**src/source/hv_shadow_pkg.sv**
```systemverilog
// hv shadow register package
// widths, the hv register map, the analog range defaults, the digital
// address list and the types shared by the decoder, bank and notifier
package hv_shadow_pkg;

    // ========================================================================
    // widths
    // ========================================================================
    localparam int REG_DW     = 8;
    localparam int REG_AW     = 7;
    localparam int ADC_DW     = 10;
    localparam int OWT_CMD_W  = 8;
    localparam int OWT_DATA_W = 2 * ADC_DW;

    // ========================================================================
    // hv register map
    // ========================================================================
    localparam logic [REG_AW-1:0] ADDR_EFUSE_CFG = 7'h06;
    localparam logic [REG_AW-1:0] ADDR_EFUSE_STS = 7'h07;
    localparam logic [REG_AW-1:0] ADDR_STATUS1   = 7'h08;
    localparam logic [REG_AW-1:0] ADDR_STATUS2   = 7'h0A;
    localparam logic [REG_AW-1:0] ADDR_STATUS3   = 7'h0C;
    localparam logic [REG_AW-1:0] ADDR_STATUS4   = 7'h0D;
    localparam logic [REG_AW-1:0] ADDR_BIST1     = 7'h14;
    localparam logic [REG_AW-1:0] ADDR_BIST2     = 7'h15;
    // both adc samples in one response
    localparam logic [REG_AW-1:0] ADDR_ADC       = 7'h1F;

    // analog window, inclusive on both ends
    localparam logic [REG_AW-1:0] ANA_START_DEF  = 7'h30;
    localparam logic [REG_AW-1:0] ANA_END_DEF    = 7'h3F;

    localparam int DGT_NUM = 4;
    localparam logic [DGT_NUM-1:0][REG_AW-1:0] DGT_ADDR = {7'h43, 7'h42, 7'h41, 7'h40};

    // ========================================================================
    // types
    // ========================================================================
    typedef struct packed {
        logic                  ack;
        logic                  status;  // 1 = error
        logic [OWT_CMD_W-1:0]  cmd;     // msb 1 = read
        logic [OWT_DATA_W-1:0] data;
    } owt_rx_t;

    typedef struct packed {
        logic [OWT_DATA_W-REG_DW-1:0] rsvd;
        logic [REG_DW-1:0]            val;
    } reg_view_t;

    typedef struct packed {
        logic [ADC_DW-1:0] adc2;
        logic [ADC_DW-1:0] adc1;
    } adc_view_t;

    typedef union packed {
        reg_view_t reg_view;
        adc_view_t adc_view;
    } owt_data_u;

    typedef struct packed {
        logic              ok;
        logic              wr;
        logic [REG_AW-1:0] addr;
        owt_data_u         data;
    } reg_acc_t;

    typedef struct packed {
        logic [REG_DW-1:0] efuse_cfg;
        logic [REG_DW-1:0] efuse_sts;
        logic [REG_DW-1:0] status1;
        logic [REG_DW-1:0] status2;
        logic [REG_DW-1:0] status3;
        logic [REG_DW-1:0] status4;
        logic [REG_DW-1:0] bist1;
        logic [REG_DW-1:0] bist2;
        logic [ADC_DW-1:0] adc1;
        logic [ADC_DW-1:0] adc2;
    } hv_shadow_t;

endpackage
```
**src/source/hv_shadow_top.sv**
```systemverilog
// hv shadow register block, top level
// decodes owt responses from the hv die, keeps the lv shadow copies
// and raises the analog and digital access notifications
`timescale 1ns/1ps

module hv_shadow_top #(
    parameter logic [hv_shadow_pkg::REG_AW-1:0] ANA_START = hv_shadow_pkg::ANA_START_DEF,
    parameter logic [hv_shadow_pkg::REG_AW-1:0] ANA_END   = hv_shadow_pkg::ANA_END_DEF
) (
    input  logic                             i_clk,
    input  logic                             i_rst_n,
    input  hv_shadow_pkg::owt_rx_t           i_owt_rx,
    output hv_shadow_pkg::hv_shadow_t        o_shadow,
    output logic                             o_ang_vld,
    output logic [hv_shadow_pkg::REG_DW-1:0] o_ang_data,
    output logic                             o_dgt_vld
);

    // qualified access, shared by bank and notifier
    hv_shadow_pkg::reg_acc_t acc;

    owt_rx_decode u_decode (
        .i_rx  (i_owt_rx),
        .o_acc (acc)
    );

    // ========================================================================
    // shadows
    // ========================================================================
    shadow_reg_bank u_bank (
        .i_clk    (i_clk),
        .i_rst_n  (i_rst_n),
        .i_acc    (acc),
        .o_shadow (o_shadow)
    );

    // ========================================================================
    // notifications
    // ========================================================================
    hv_access_notify #(
        .ANA_START (ANA_START),
        .ANA_END   (ANA_END)
    ) u_notify (
        .i_clk      (i_clk),
        .i_rst_n    (i_rst_n),
        .i_acc      (acc),
        .o_ang_vld  (o_ang_vld),
        .o_ang_data (o_ang_data),
        .o_dgt_vld  (o_dgt_vld)
    );

endmodule

```
**src/source/hv_access_notify.sv**
```systemverilog
// hv access notifier
// forwards error-free accesses in the analog window as a one-cycle
// valid with the data byte, and flags digital-list hits two cycles later
`timescale 1ns/1ps

module hv_access_notify #(
    parameter logic [hv_shadow_pkg::REG_AW-1:0] ANA_START = hv_shadow_pkg::ANA_START_DEF,
    parameter logic [hv_shadow_pkg::REG_AW-1:0] ANA_END   = hv_shadow_pkg::ANA_END_DEF
) (
    input  logic                             i_clk,
    input  logic                             i_rst_n,
    input  hv_shadow_pkg::reg_acc_t          i_acc,
    output logic                             o_ang_vld,
    output logic [hv_shadow_pkg::REG_DW-1:0] o_ang_data,
    output logic                             o_dgt_vld
);

    logic ang_hit;
    logic dgt_hit;
    logic dgt_vld_d1;

    // ========================================================================
    // address match
    // ========================================================================
    assign ang_hit = (i_acc.addr >= ANA_START) && (i_acc.addr <= ANA_END);

    always_comb begin
        dgt_hit = 1'b0;
        for (int i = 0; i < hv_shadow_pkg::DGT_NUM; i++) begin
            dgt_hit = dgt_hit | (i_acc.addr == hv_shadow_pkg::DGT_ADDR[i]);
        end
    end

    // ========================================================================
    // analog forward, one cycle
    // ========================================================================
    always_ff @(posedge i_clk or negedge i_rst_n) begin
        if (!i_rst_n) begin
            o_ang_vld  <= 1'b0;
            o_ang_data <= '0;
        end else begin
            o_ang_vld <= i_acc.ok & ang_hit;
            // data holds until the next forwarded access
            if (i_acc.ok && ang_hit) begin
                o_ang_data <= i_acc.data.reg_view.val;
            end
        end
    end

    // digital notify, two-stage pipe
    always_ff @(posedge i_clk or negedge i_rst_n) begin
        if (!i_rst_n) begin
            dgt_vld_d1 <= 1'b0;
            o_dgt_vld  <= 1'b0;
        end else begin
            dgt_vld_d1 <= i_acc.ok & dgt_hit;
            o_dgt_vld  <= dgt_vld_d1;
        end
    end

    // ========================================================================
    // checks
    // ========================================================================
    ang_dgt_disjoint: assert property (
        @(posedge i_clk) disable iff (!i_rst_n) !(ang_hit && dgt_hit)
    ) else $error("analog window overlaps the digital list");

    ang_data_known: assert property (
        @(posedge i_clk) disable iff (!i_rst_n) o_ang_vld |-> !$isunknown(o_ang_data)
    ) else $error("analog valid with unknown data");

endmodule

```
**src/source/shadow_reg_bank.sv**
```systemverilog
// hv shadow register bank
// keeps lv copies of nine hv status registers; a qualified write to
// a register address loads its byte, the adc address loads both samples
`timescale 1ns/1ps

module shadow_reg_bank (
    input  logic                      i_clk,
    input  logic                      i_rst_n,
    input  hv_shadow_pkg::reg_acc_t   i_acc,
    output hv_shadow_pkg::hv_shadow_t o_shadow
);

    localparam hv_shadow_pkg::hv_shadow_t SHADOW_RST = '0;

    logic [hv_shadow_pkg::REG_DW-1:0] wr_byte;
    logic [hv_shadow_pkg::ADC_DW-1:0] wr_adc1;
    logic [hv_shadow_pkg::ADC_DW-1:0] wr_adc2;

    // two views of the same data word
    assign wr_byte = i_acc.data.reg_view.val;
    assign wr_adc1 = i_acc.data.adc_view.adc1;
    assign wr_adc2 = i_acc.data.adc_view.adc2;

    // ========================================================================
    // address-matched registers
    // ========================================================================
    always_ff @(posedge i_clk or negedge i_rst_n) begin
        if (!i_rst_n) begin
            o_shadow <= SHADOW_RST;
        end else if (i_acc.wr) begin
            case (i_acc.addr)
                hv_shadow_pkg::ADDR_EFUSE_CFG: begin
                    o_shadow.efuse_cfg <= wr_byte;
                end
                hv_shadow_pkg::ADDR_EFUSE_STS: begin
                    o_shadow.efuse_sts <= wr_byte;
                end
                hv_shadow_pkg::ADDR_STATUS1: begin
                    o_shadow.status1 <= wr_byte;
                end
                hv_shadow_pkg::ADDR_STATUS2: begin
                    o_shadow.status2 <= wr_byte;
                end
                hv_shadow_pkg::ADDR_STATUS3: begin
                    o_shadow.status3 <= wr_byte;
                end
                hv_shadow_pkg::ADDR_STATUS4: begin
                    o_shadow.status4 <= wr_byte;
                end
                hv_shadow_pkg::ADDR_BIST1: begin
                    o_shadow.bist1 <= wr_byte;
                end
                hv_shadow_pkg::ADDR_BIST2: begin
                    o_shadow.bist2 <= wr_byte;
                end
                // one response carries both samples
                hv_shadow_pkg::ADDR_ADC: begin
                    o_shadow.adc1 <= wr_adc1;
                    o_shadow.adc2 <= wr_adc2;
                end
                default: begin
                    // other addresses are not shadowed
                end
            endcase
        end
    end

    // ========================================================================
    // checks
    // ========================================================================
    // shadows only move on a qualified write
    shadow_hold_on_idle: assert property (
        @(posedge i_clk) disable iff (!i_rst_n)
        !i_acc.wr |=> $stable(o_shadow)
    ) else $error("shadow changed without a qualified write");

endmodule

```
**src/source/owt_rx_decode.sv**
```systemverilog
// owt response decoder
// qualifies one response from the hv die and splits the command word
// into the write flag and register address; data goes out as the union
`timescale 1ns/1ps

module owt_rx_decode (
    input  hv_shadow_pkg::owt_rx_t  i_rx,
    output hv_shadow_pkg::reg_acc_t o_acc
);

    logic                             rd_flag;
    logic                             rx_ok;
    logic [hv_shadow_pkg::REG_AW-1:0] rx_addr;

    // command word: read flag on top, address below
    assign rd_flag = i_rx.cmd[hv_shadow_pkg::OWT_CMD_W-1];
    assign rx_addr = i_rx.cmd[hv_shadow_pkg::OWT_CMD_W-2:0];

    // error-free response
    assign rx_ok = i_rx.ack & ~i_rx.status;

    assign o_acc.ok   = rx_ok;
    assign o_acc.wr   = rx_ok & ~rd_flag;
    assign o_acc.addr = rx_addr;
    assign o_acc.data = hv_shadow_pkg::owt_data_u'(i_rx.data);

    // ========================================================================
    // checks
    // ========================================================================
    // qualifier fields must be clean whenever the link acks
    always_comb begin
        if (i_rx.ack === 1'b1) begin
            rx_fields_known: assert final (!$isunknown({i_rx.status, i_rx.cmd}))
                else $error("owt ack with unknown status or cmd");
        end
    end

endmodule

```
**config.mk**
```make
export PLATFORM = sky130hd
export DESIGN_NAME = hv_shadow_top
export DESIGN_NICKNAME = d
export VERILOG_FILES = /design/src/source/hv_shadow_pkg.sv /design/src/source/hv_shadow_top.sv /design/src/source/hv_access_notify.sv /design/src/source/shadow_reg_bank.sv /design/src/source/owt_rx_decode.sv
export SDC_FILE = /design/constraint.sdc
export NUM_CORES = 1
export LEC_CHECK = 0
export BUFFER_PORTS_ARGS = -buffer_cell sky130_fd_sc_hd__buf_2
export CAP_MARGIN = 20
export CELL_PAD_IN_SITES_DETAIL_PLACEMENT = 1
export CELL_PAD_IN_SITES_GLOBAL_PLACEMENT = 1
export CORE_ASPECT_RATIO = 0.5
export CORE_MARGIN = 8
export CORE_UTILIZATION = 42
export CTS_BUF_LIST = sky130_fd_sc_hd__clkbuf_2
export DETAILED_ROUTE_END_ITERATION = 8
export PLACE_DENSITY_LB_ADDON = 0.1
export SLEW_MARGIN = 20
export SYNTH_ARGS = -nofsm -noshare
export SYNTH_HDL_FRONTEND = slang
export SYNTH_SLANG_ARGS = --single-unit
```
**constraint.sdc**
```tcl
create_clock -name i_clk -period 0.93 [get_ports i_clk]
set_clock_uncertainty 0.05 [all_clocks]
set_input_delay 0.1395 -clock i_clk [delete_from_list [all_inputs] [get_ports i_clk]]
set_output_delay 0.1395 -clock i_clk [all_outputs]
set_load 0.05 [all_outputs]
```
==> metrics.txt, run 1 <==
Relative slew margins approximately 77%; clock buffer depth 2; DIE WIDTH approximately 150 µm; CP required roughly 0.74 ns; warnings from Yosys 0; status complete, but fails checks; CP endpoint kind output port; synth top area cells dfrtp_1 (65%), mux2_2 (28%), nand3_2 (0.82%), buf_1 (0.82%), nand4b_2 (0.82%); Synth cell types 18; Final Hold Vio Count 1; Synth Instances 220; Vias/cell 5.22; period utilization 156%; total power draw between 8000 and 9000 µW; ANT cells 0; Synth Cell Area 0.00366 mm²; initial antenna violation count 0; post-synth top area cell dfrtp_1; critical path's slowest cell dfrtp_1; GP Congestion around 0.74; maximum vdd drop approximately 800 µV; Max Cap Viol 0; leakage around 0.0033 µW; Final setup viols approximately 170; Power Density around 1400 mW/mm²; first-pass GRT wire length around 21 mm; syn_nets about 250; first-pass iteration count of the detailed router 4; DP Cell Count 469; Util after Layout 72.6%; Worst-Margin Slew approximately 0.34 ns; final hold slack -0.0163 ns; full die area approximately 0.012 mm²; Non-Filler Instances around 550; post-synth top area share 64.9%; average cell area after synthesis 16.6 µm²; clock-pin slew on the worst setup and hold paths 0.30 ns; P&R area growth vs syn 70.1%; wire length per cell approximately 29 µm; Buffers & Inverters on Critical Path 1; CP delay by family, top flip-flops; worst-path fanout max 2; sequential share of the synthesized area approximately 65%; WL final about 16 mm; flop and latch count out of synthesis 95; Cell Rows 24; failing checks hold timing, setup timing; Setup Crit Path Kind reg -> out; RSZ-0062 raised after global routing yes; Detail Route Antenna Nets 0; final worst slack -0.522 ns; post-route DRC violation count 0; Die Height just over 80 µm; Initial Util roughly 43%; minimum clock period roughly 1.5 ns; htree depth 3; Top Ports between 100 and 150; Total Nets Final between 400 and 500; Total GRT Usage between 20% and 30%; CTS Hold Buffers Added 28; Iteration-0 DRC Markers 215; Worst Setup Start Kind flop; arrival time worst endpoint around 1.3 ns; Fmax around 0.69 GHz; via count between 2000 and 3000; max-slew violations 0; worst skew pair latency 0.57 ns; aggregate global routing overflow 0; HP Class in -> reg; hpwl dp approximately 7.5 mm; vias in the first global route between 3000 and 4000; Clock Tree Root clkbuf_2; Port-buffer cells 125; CTS Buf Count 9; Critical Path Max Stage Delay roughly 0.50 ns; clk sinks 95; share of layout cells above drive strength 1 72.8%; core area about 0.0086 mm²; CTS tree yes; Cell Chain, Critical Path buf_6; setup TNS -46.08 ns; largest net degree at the start of global routing between 40 and 50
final timing paths:
kind | to | depth (start not counted) | slack [ns] | startpoint
min | u_notify.dgt_vld_d1 | 4 | -0.02 | i_owt_rx[22]
max reg2reg | u_notify.o_ang_data[7] | 3 | -0.20 | u_notify.o_ang_data[7]
min in group asynchronous | u_bank.o_shadow[36] | 4 | 0.25 | i_rst_n
max | o_shadow[21] | 1 | -0.52 | u_bank.o_shadow[21]
min reg2reg | u_notify.o_dgt_vld | 0 | 0.39 | u_notify.dgt_vld_d1
max in group asynchronous | u_bank.o_shadow[79] | 4 | 0.31 | i_rst_n
repair_timing:
action                                  CTS  global route
gates resized for setup                 199            39
hold endpoints to repair                188             1
setup buffers                            25            28
gates cloned                              0             1
endpoints found under the setup margin   98           145
pin swaps                                 0             2
kinds of logic (layout without fill, tap and decap cells):
family | after synthesis | count (layout) | synth area share (%)
flops | 95 | 95 | 64.9
simple gates | 20 | 20 | 5.40
buf+inv | 13 | 230 | 1.40
mux | 92 | 92 | 28.3
flip-flops by register name, indices dropped and copies added, names as in the netlist:
signal / cells
u_bank.o_shadow: 84
u_notify.o_ang_data: 8
u_notify.dgt_vld_d1: 1
u_notify.o_ang_vld: 1
u_notify.o_dgt_vld: 1
cell type report:
| type | count | area [µm²] |
|---|---|---|
| sequential | 95 | 2390 |
| fill | 759 | 2360 |
| timing repair buffer | 214 | 2150 |
| multi-input combinational | 112 | 1440 |
| tap | 117 | 146 |
| clock inverter | 7 | 63.8 |
| clock buffer | 9 | 45.0 |
Yosys cell counts:
library cell  number
and4bb_2           1
nor4b_1            1
nand4_2            1
nor2b_1            1
and4b_1            2
dfrtp_1           95
nor4_4             1
mux2_2            92
nor2_1             2
buf_1              8
nor4b_2            1
nand3_2            3
clkbuf_1           3
and4_1             2
nand3_1            2
nand4b_2           2
nor4_1             1
buf_2              2
layer usage:
| metal | up-vias | wire length (µm) | track usage [%] |
|---|---|---|---|
| met5 | - | 0 | 0 |
| met4 | 0 | 376 | 6.46 |
| met3 | 27 | 1080 | 7.64 |
| met2 | 135 | 7870 | 41.2 |
| met1 | 1523 | 6780 | 27.5 |
| li1 | 1207 | - | - |
cells in the final DEF, fill, tap and decap left out, drive strengths merged, types with 4 or more instances in the layout:
cell type    Yosys  layout
dlygate4sd3      0      25
nand3            5       5
clkinv           0       4
buf             10     186
clkbuf           3      10
dfrtp           95      95
mux2            92      92
worst min-delay path: cells and delay by family:
kind,cells,cell delay [ns]
buffers and inverters,2,0.26
AND/OR/NAND/NOR,2,0.21
metrics by stage:
step           area, µm²  setup slack, ns
6_report            6230           -0.522
5_1_grt             6230           -0.583
4_1_cts             5940           -0.526
3_5_place_dp        4730           -0.666
3_3_place_gp        4730           -0.614
2_1_floorplan       3830           -0.472
power breakdown:
part	total, µW	internal (µW)	switching [µW]	leakage, µW
registers	4530	4340	190	0.00130
logic	2200	980	1220	0.00191
clock network	2080	595	1490	0.0000651
Power figures use the tool's default switching activity.
==> run 2, diff against run 1 <==
--- a/config.mk
+++ b/config.mk
@@ -11,7 +11,7 @@
 export CELL_PAD_IN_SITES_GLOBAL_PLACEMENT = 1
 export CORE_ASPECT_RATIO = 0.5
 export CORE_MARGIN = 8
-export CORE_UTILIZATION = 42
+export CORE_UTILIZATION = 38
 export CTS_BUF_LIST = sky130_fd_sc_hd__clkbuf_2
 export DETAILED_ROUTE_END_ITERATION = 8
 export PLACE_DENSITY_LB_ADDON = 0.1
==> constraint.sdc (replaced) <==
create_clock -name i_clk -period 1.3 [get_ports i_clk]
set_clock_uncertainty 0.05 [all_clocks]
set_input_delay 0.195 -clock i_clk [delete_from_list [all_inputs] [get_ports i_clk]]
set_output_delay 0.195 -clock i_clk [all_outputs]
set_load 0.05 [all_outputs]
==> metrics.txt, run 2 (synthesis gave the netlist of run 1 again) <==
largest net degree at the start of global routing 49 (+8.9%); minimum clock period ~1.5 ns; initial antenna violation count 0 (unchanged); Setup Crit Path Kind reg -> out; arrival time worst endpoint 1.23 ns (-0.03 ns); Cell Chain, Critical Path buf_6; most frequent cells in the layout dfrtp_1 (95), buf_6 (94), mux2_2 (73); Top Ports 126 (unchanged); CTS Buf Count 9 (unchanged); net switching power 1860 µW (-36%); period utilization 114%; clk sinks 95 (unchanged); Total Nets Final 457 (-1.5%); DIE WIDTH 155 µm (+4.6%); RSZ-0062 raised after global routing yes; reg2reg end u_bank.o_shadow[2]; via count 2684 (-7.2%); Register-to-Register Path Depth 3 (unchanged); Relative slew margins 79.4% (+2.3 points); Cell Rows 25 (+4.2%); critical path's slowest cell dfrtp_1; Worst Min Path Start i_owt_rx[23]; worst skew pair latency 0.58 ns (about the same); sequential cell area 0.00238 mm² (-0.42%); Power Density 1060 mW/mm² (-25%); Vias/cell 4.75 (-9.0%); first-pass iteration count of the detailed router 4 (unchanged); P&R area growth vs syn 62.7%; Clock Tree Root clkbuf_2; Fill cells 893 (+18%); Min-Delay Path Depth 4 (unchanged); Port-buffer cells 125 (unchanged); final hold slack 0.0428 ns (+0.0591 ns); commonest non-fill, non-tap cell in the layout dfrtp_1; combinational share of power 20.8% (-4.2 points); max-slew violations 0 (unchanged); Clock power frac 28.6% (+5.0 points); HP Class in -> reg; Max Cap Viol 0 (unchanged); Iteration-0 DRC Markers 122 (-43%); first-pass GRT wire length 18.2 mm (-13%); htree depth 3 (unchanged); hpwl dp 7.48 mm (+0.40%); WL final 12.1 mm (-25%); Pint 4440 µW (-25%); Initial Util 38.9% (-3.7 points); failing checks setup timing; worst-path fanout max 2 (unchanged); DP Cell Count 489 (+4.3%); Buffers & Inverters on Critical Path 1 (unchanged); largest reg by FF count u_bank.o_shadow; Critical R2R Launch u_bank.o_shadow[2]; Top Registers u_bank.o_shadow: 84 flops, u_notify.o_ang_data: 8 flops; Total GRT Usage 18.4% (-5.0 points); share of layout cells above drive strength 1 69.5% (-3.2 points); core area 0.00942 mm² (+9.6%); Sw Share 29.6% (-3.3 points); Critical Path Max Stage Delay 0.48 ns (-0.02 ns); max reg flops 84 (unchanged); clock-pin slew on the worst setup and hold paths 0.26 ns (-0.04 ns); Worst Setup Start Kind flop; crit path from u_notify.o_ang_data[2]; Die Height 85.4 µm (+4.1%); r2r setup slk 0.18 ns (+0.38 ns); CP endpoint kind output port; final worst slack -0.176 ns (+0.346 ns); Detail Route Antenna Nets 0 (unchanged); Util after Layout 63.3% (-9.3 points); Non-Filler Instances 565 (+2.0%); Flop pwr share 50.6% (-0.8 points); status complete, but fails checks; full die area 0.0132 mm² (+8.9%); Final setup viols 94 (-45%); aggregate global routing overflow 0 (unchanged); clock buffer depth 2 (unchanged); post-route DRC violation count 0 (unchanged); CP delay by family, top flip-flops; leakage 0.00313 µW (-4.2%); GP Congestion 0.752 (+2.0%); wire length per cell 21.3 µm (-27%); CTS tree yes; vias in the first global route 3047 (-4.6%); hold endpoint u_notify.dgt_vld_d1; Fmax ~0.68 GHz; CP required 1.05 ns (+0.31 ns); setup TNS -11.41 ns (+34.67 ns); total power draw 6300 µW (-28%); Final Hold Vio Count 0 (-1); maximum vdd drop 506 µV (-38%); Worst-Margin Slew 0.309 ns (-0.0342 ns); multi-input logic area 0.00132 mm² (-7.9%); ANT cells 0 (unchanged)
==> run 2: cell count changes in the layout (fill, tap and decap cells not counted), sizes merged <==
cell | previous run | this run
dlygate4sd3 | 25 | 26
clkbuf | 10 | 9
clkinv | 4 | 3
bufinv | 1 | 3
dlymetal6s4s | 2 | 0
clkinvlp | 2 | 1
buf | 186 | 181
==> run 2: power groups by stage <==
| stage | Combinational, µW | Sequential (µW) | Clock, µW |
|---|---|---|---|
| after floorplan | 174 | 3660 | 0 |
| after global placement | 992 | 3190 | 0 |
| after detailed placement | 1010 | 3200 | 0 |
| after CTS | 1260 | 3180 | 1860 |
| after global routing | 1380 | 3200 | 1970 |
| final | 1310 | 3190 | 1800 |
==> run 2: metrics by stage <==
stage               worst slack, ns  cell area [µm²]
global placement             -0.271             4700
CTS                          -0.216             5830
detailed placement           -0.334             4700
floorplan                    -0.157             3770
global route                 -0.252             5960
finish                       -0.176             5960
==> run 2: how the worst max path moves through the flow <==
| stage | endpoint | slack [ns] | depth (start not counted) |
|---|---|---|---|
| final | o_ang_data[2] | -0.18 | 1 |
| after global routing | o_shadow[43] | -0.25 | 1 |
| after CTS | o_shadow[10] | -0.22 | 1 |
| after detailed placement | u_bank.o_shadow[3] | -0.33 | 5 |
| after global placement | u_bank.o_shadow[15] | -0.27 | 5 |
| after floorplan | u_bank.o_shadow[68] | -0.16 | 3 |
==> run 2: what timing repair did <==
item	4_1_cts	5_1_grt
setup endpoints to repair	94	94
cloned	0	0
hold buffers	23	3
gates resized for setup	188	0
buffers inserted	21	13
hold endpoints to repair	143	10
pin swaps	0	0
==> run 2: final cells by class <==
class / instances / area share [%]
Sequential cell: 95 / 39.9
Timing Repair Buffer: 207 / 32.5
Multi-Input combinational cell: 112 / 22.2
Tap cell: 135 / 2.83
Clock inverter: 7 / 1.87
Clock buffer: 9 / 0.756
==> run 2: layer usage <==
metal	GRT usage [%]	wire length, µm
met3	6.13	656
met2	33.1	6320
met5	0	0
met4	5.03	113
met1	20.6	4970
==> run 2: worst register-to-register path, cell delays in order, from the launching register on <==
cell	delay, ns
dfrtp_1	0.46
buf_4	0.15
buf_4	0.13
mux2_4	0.27
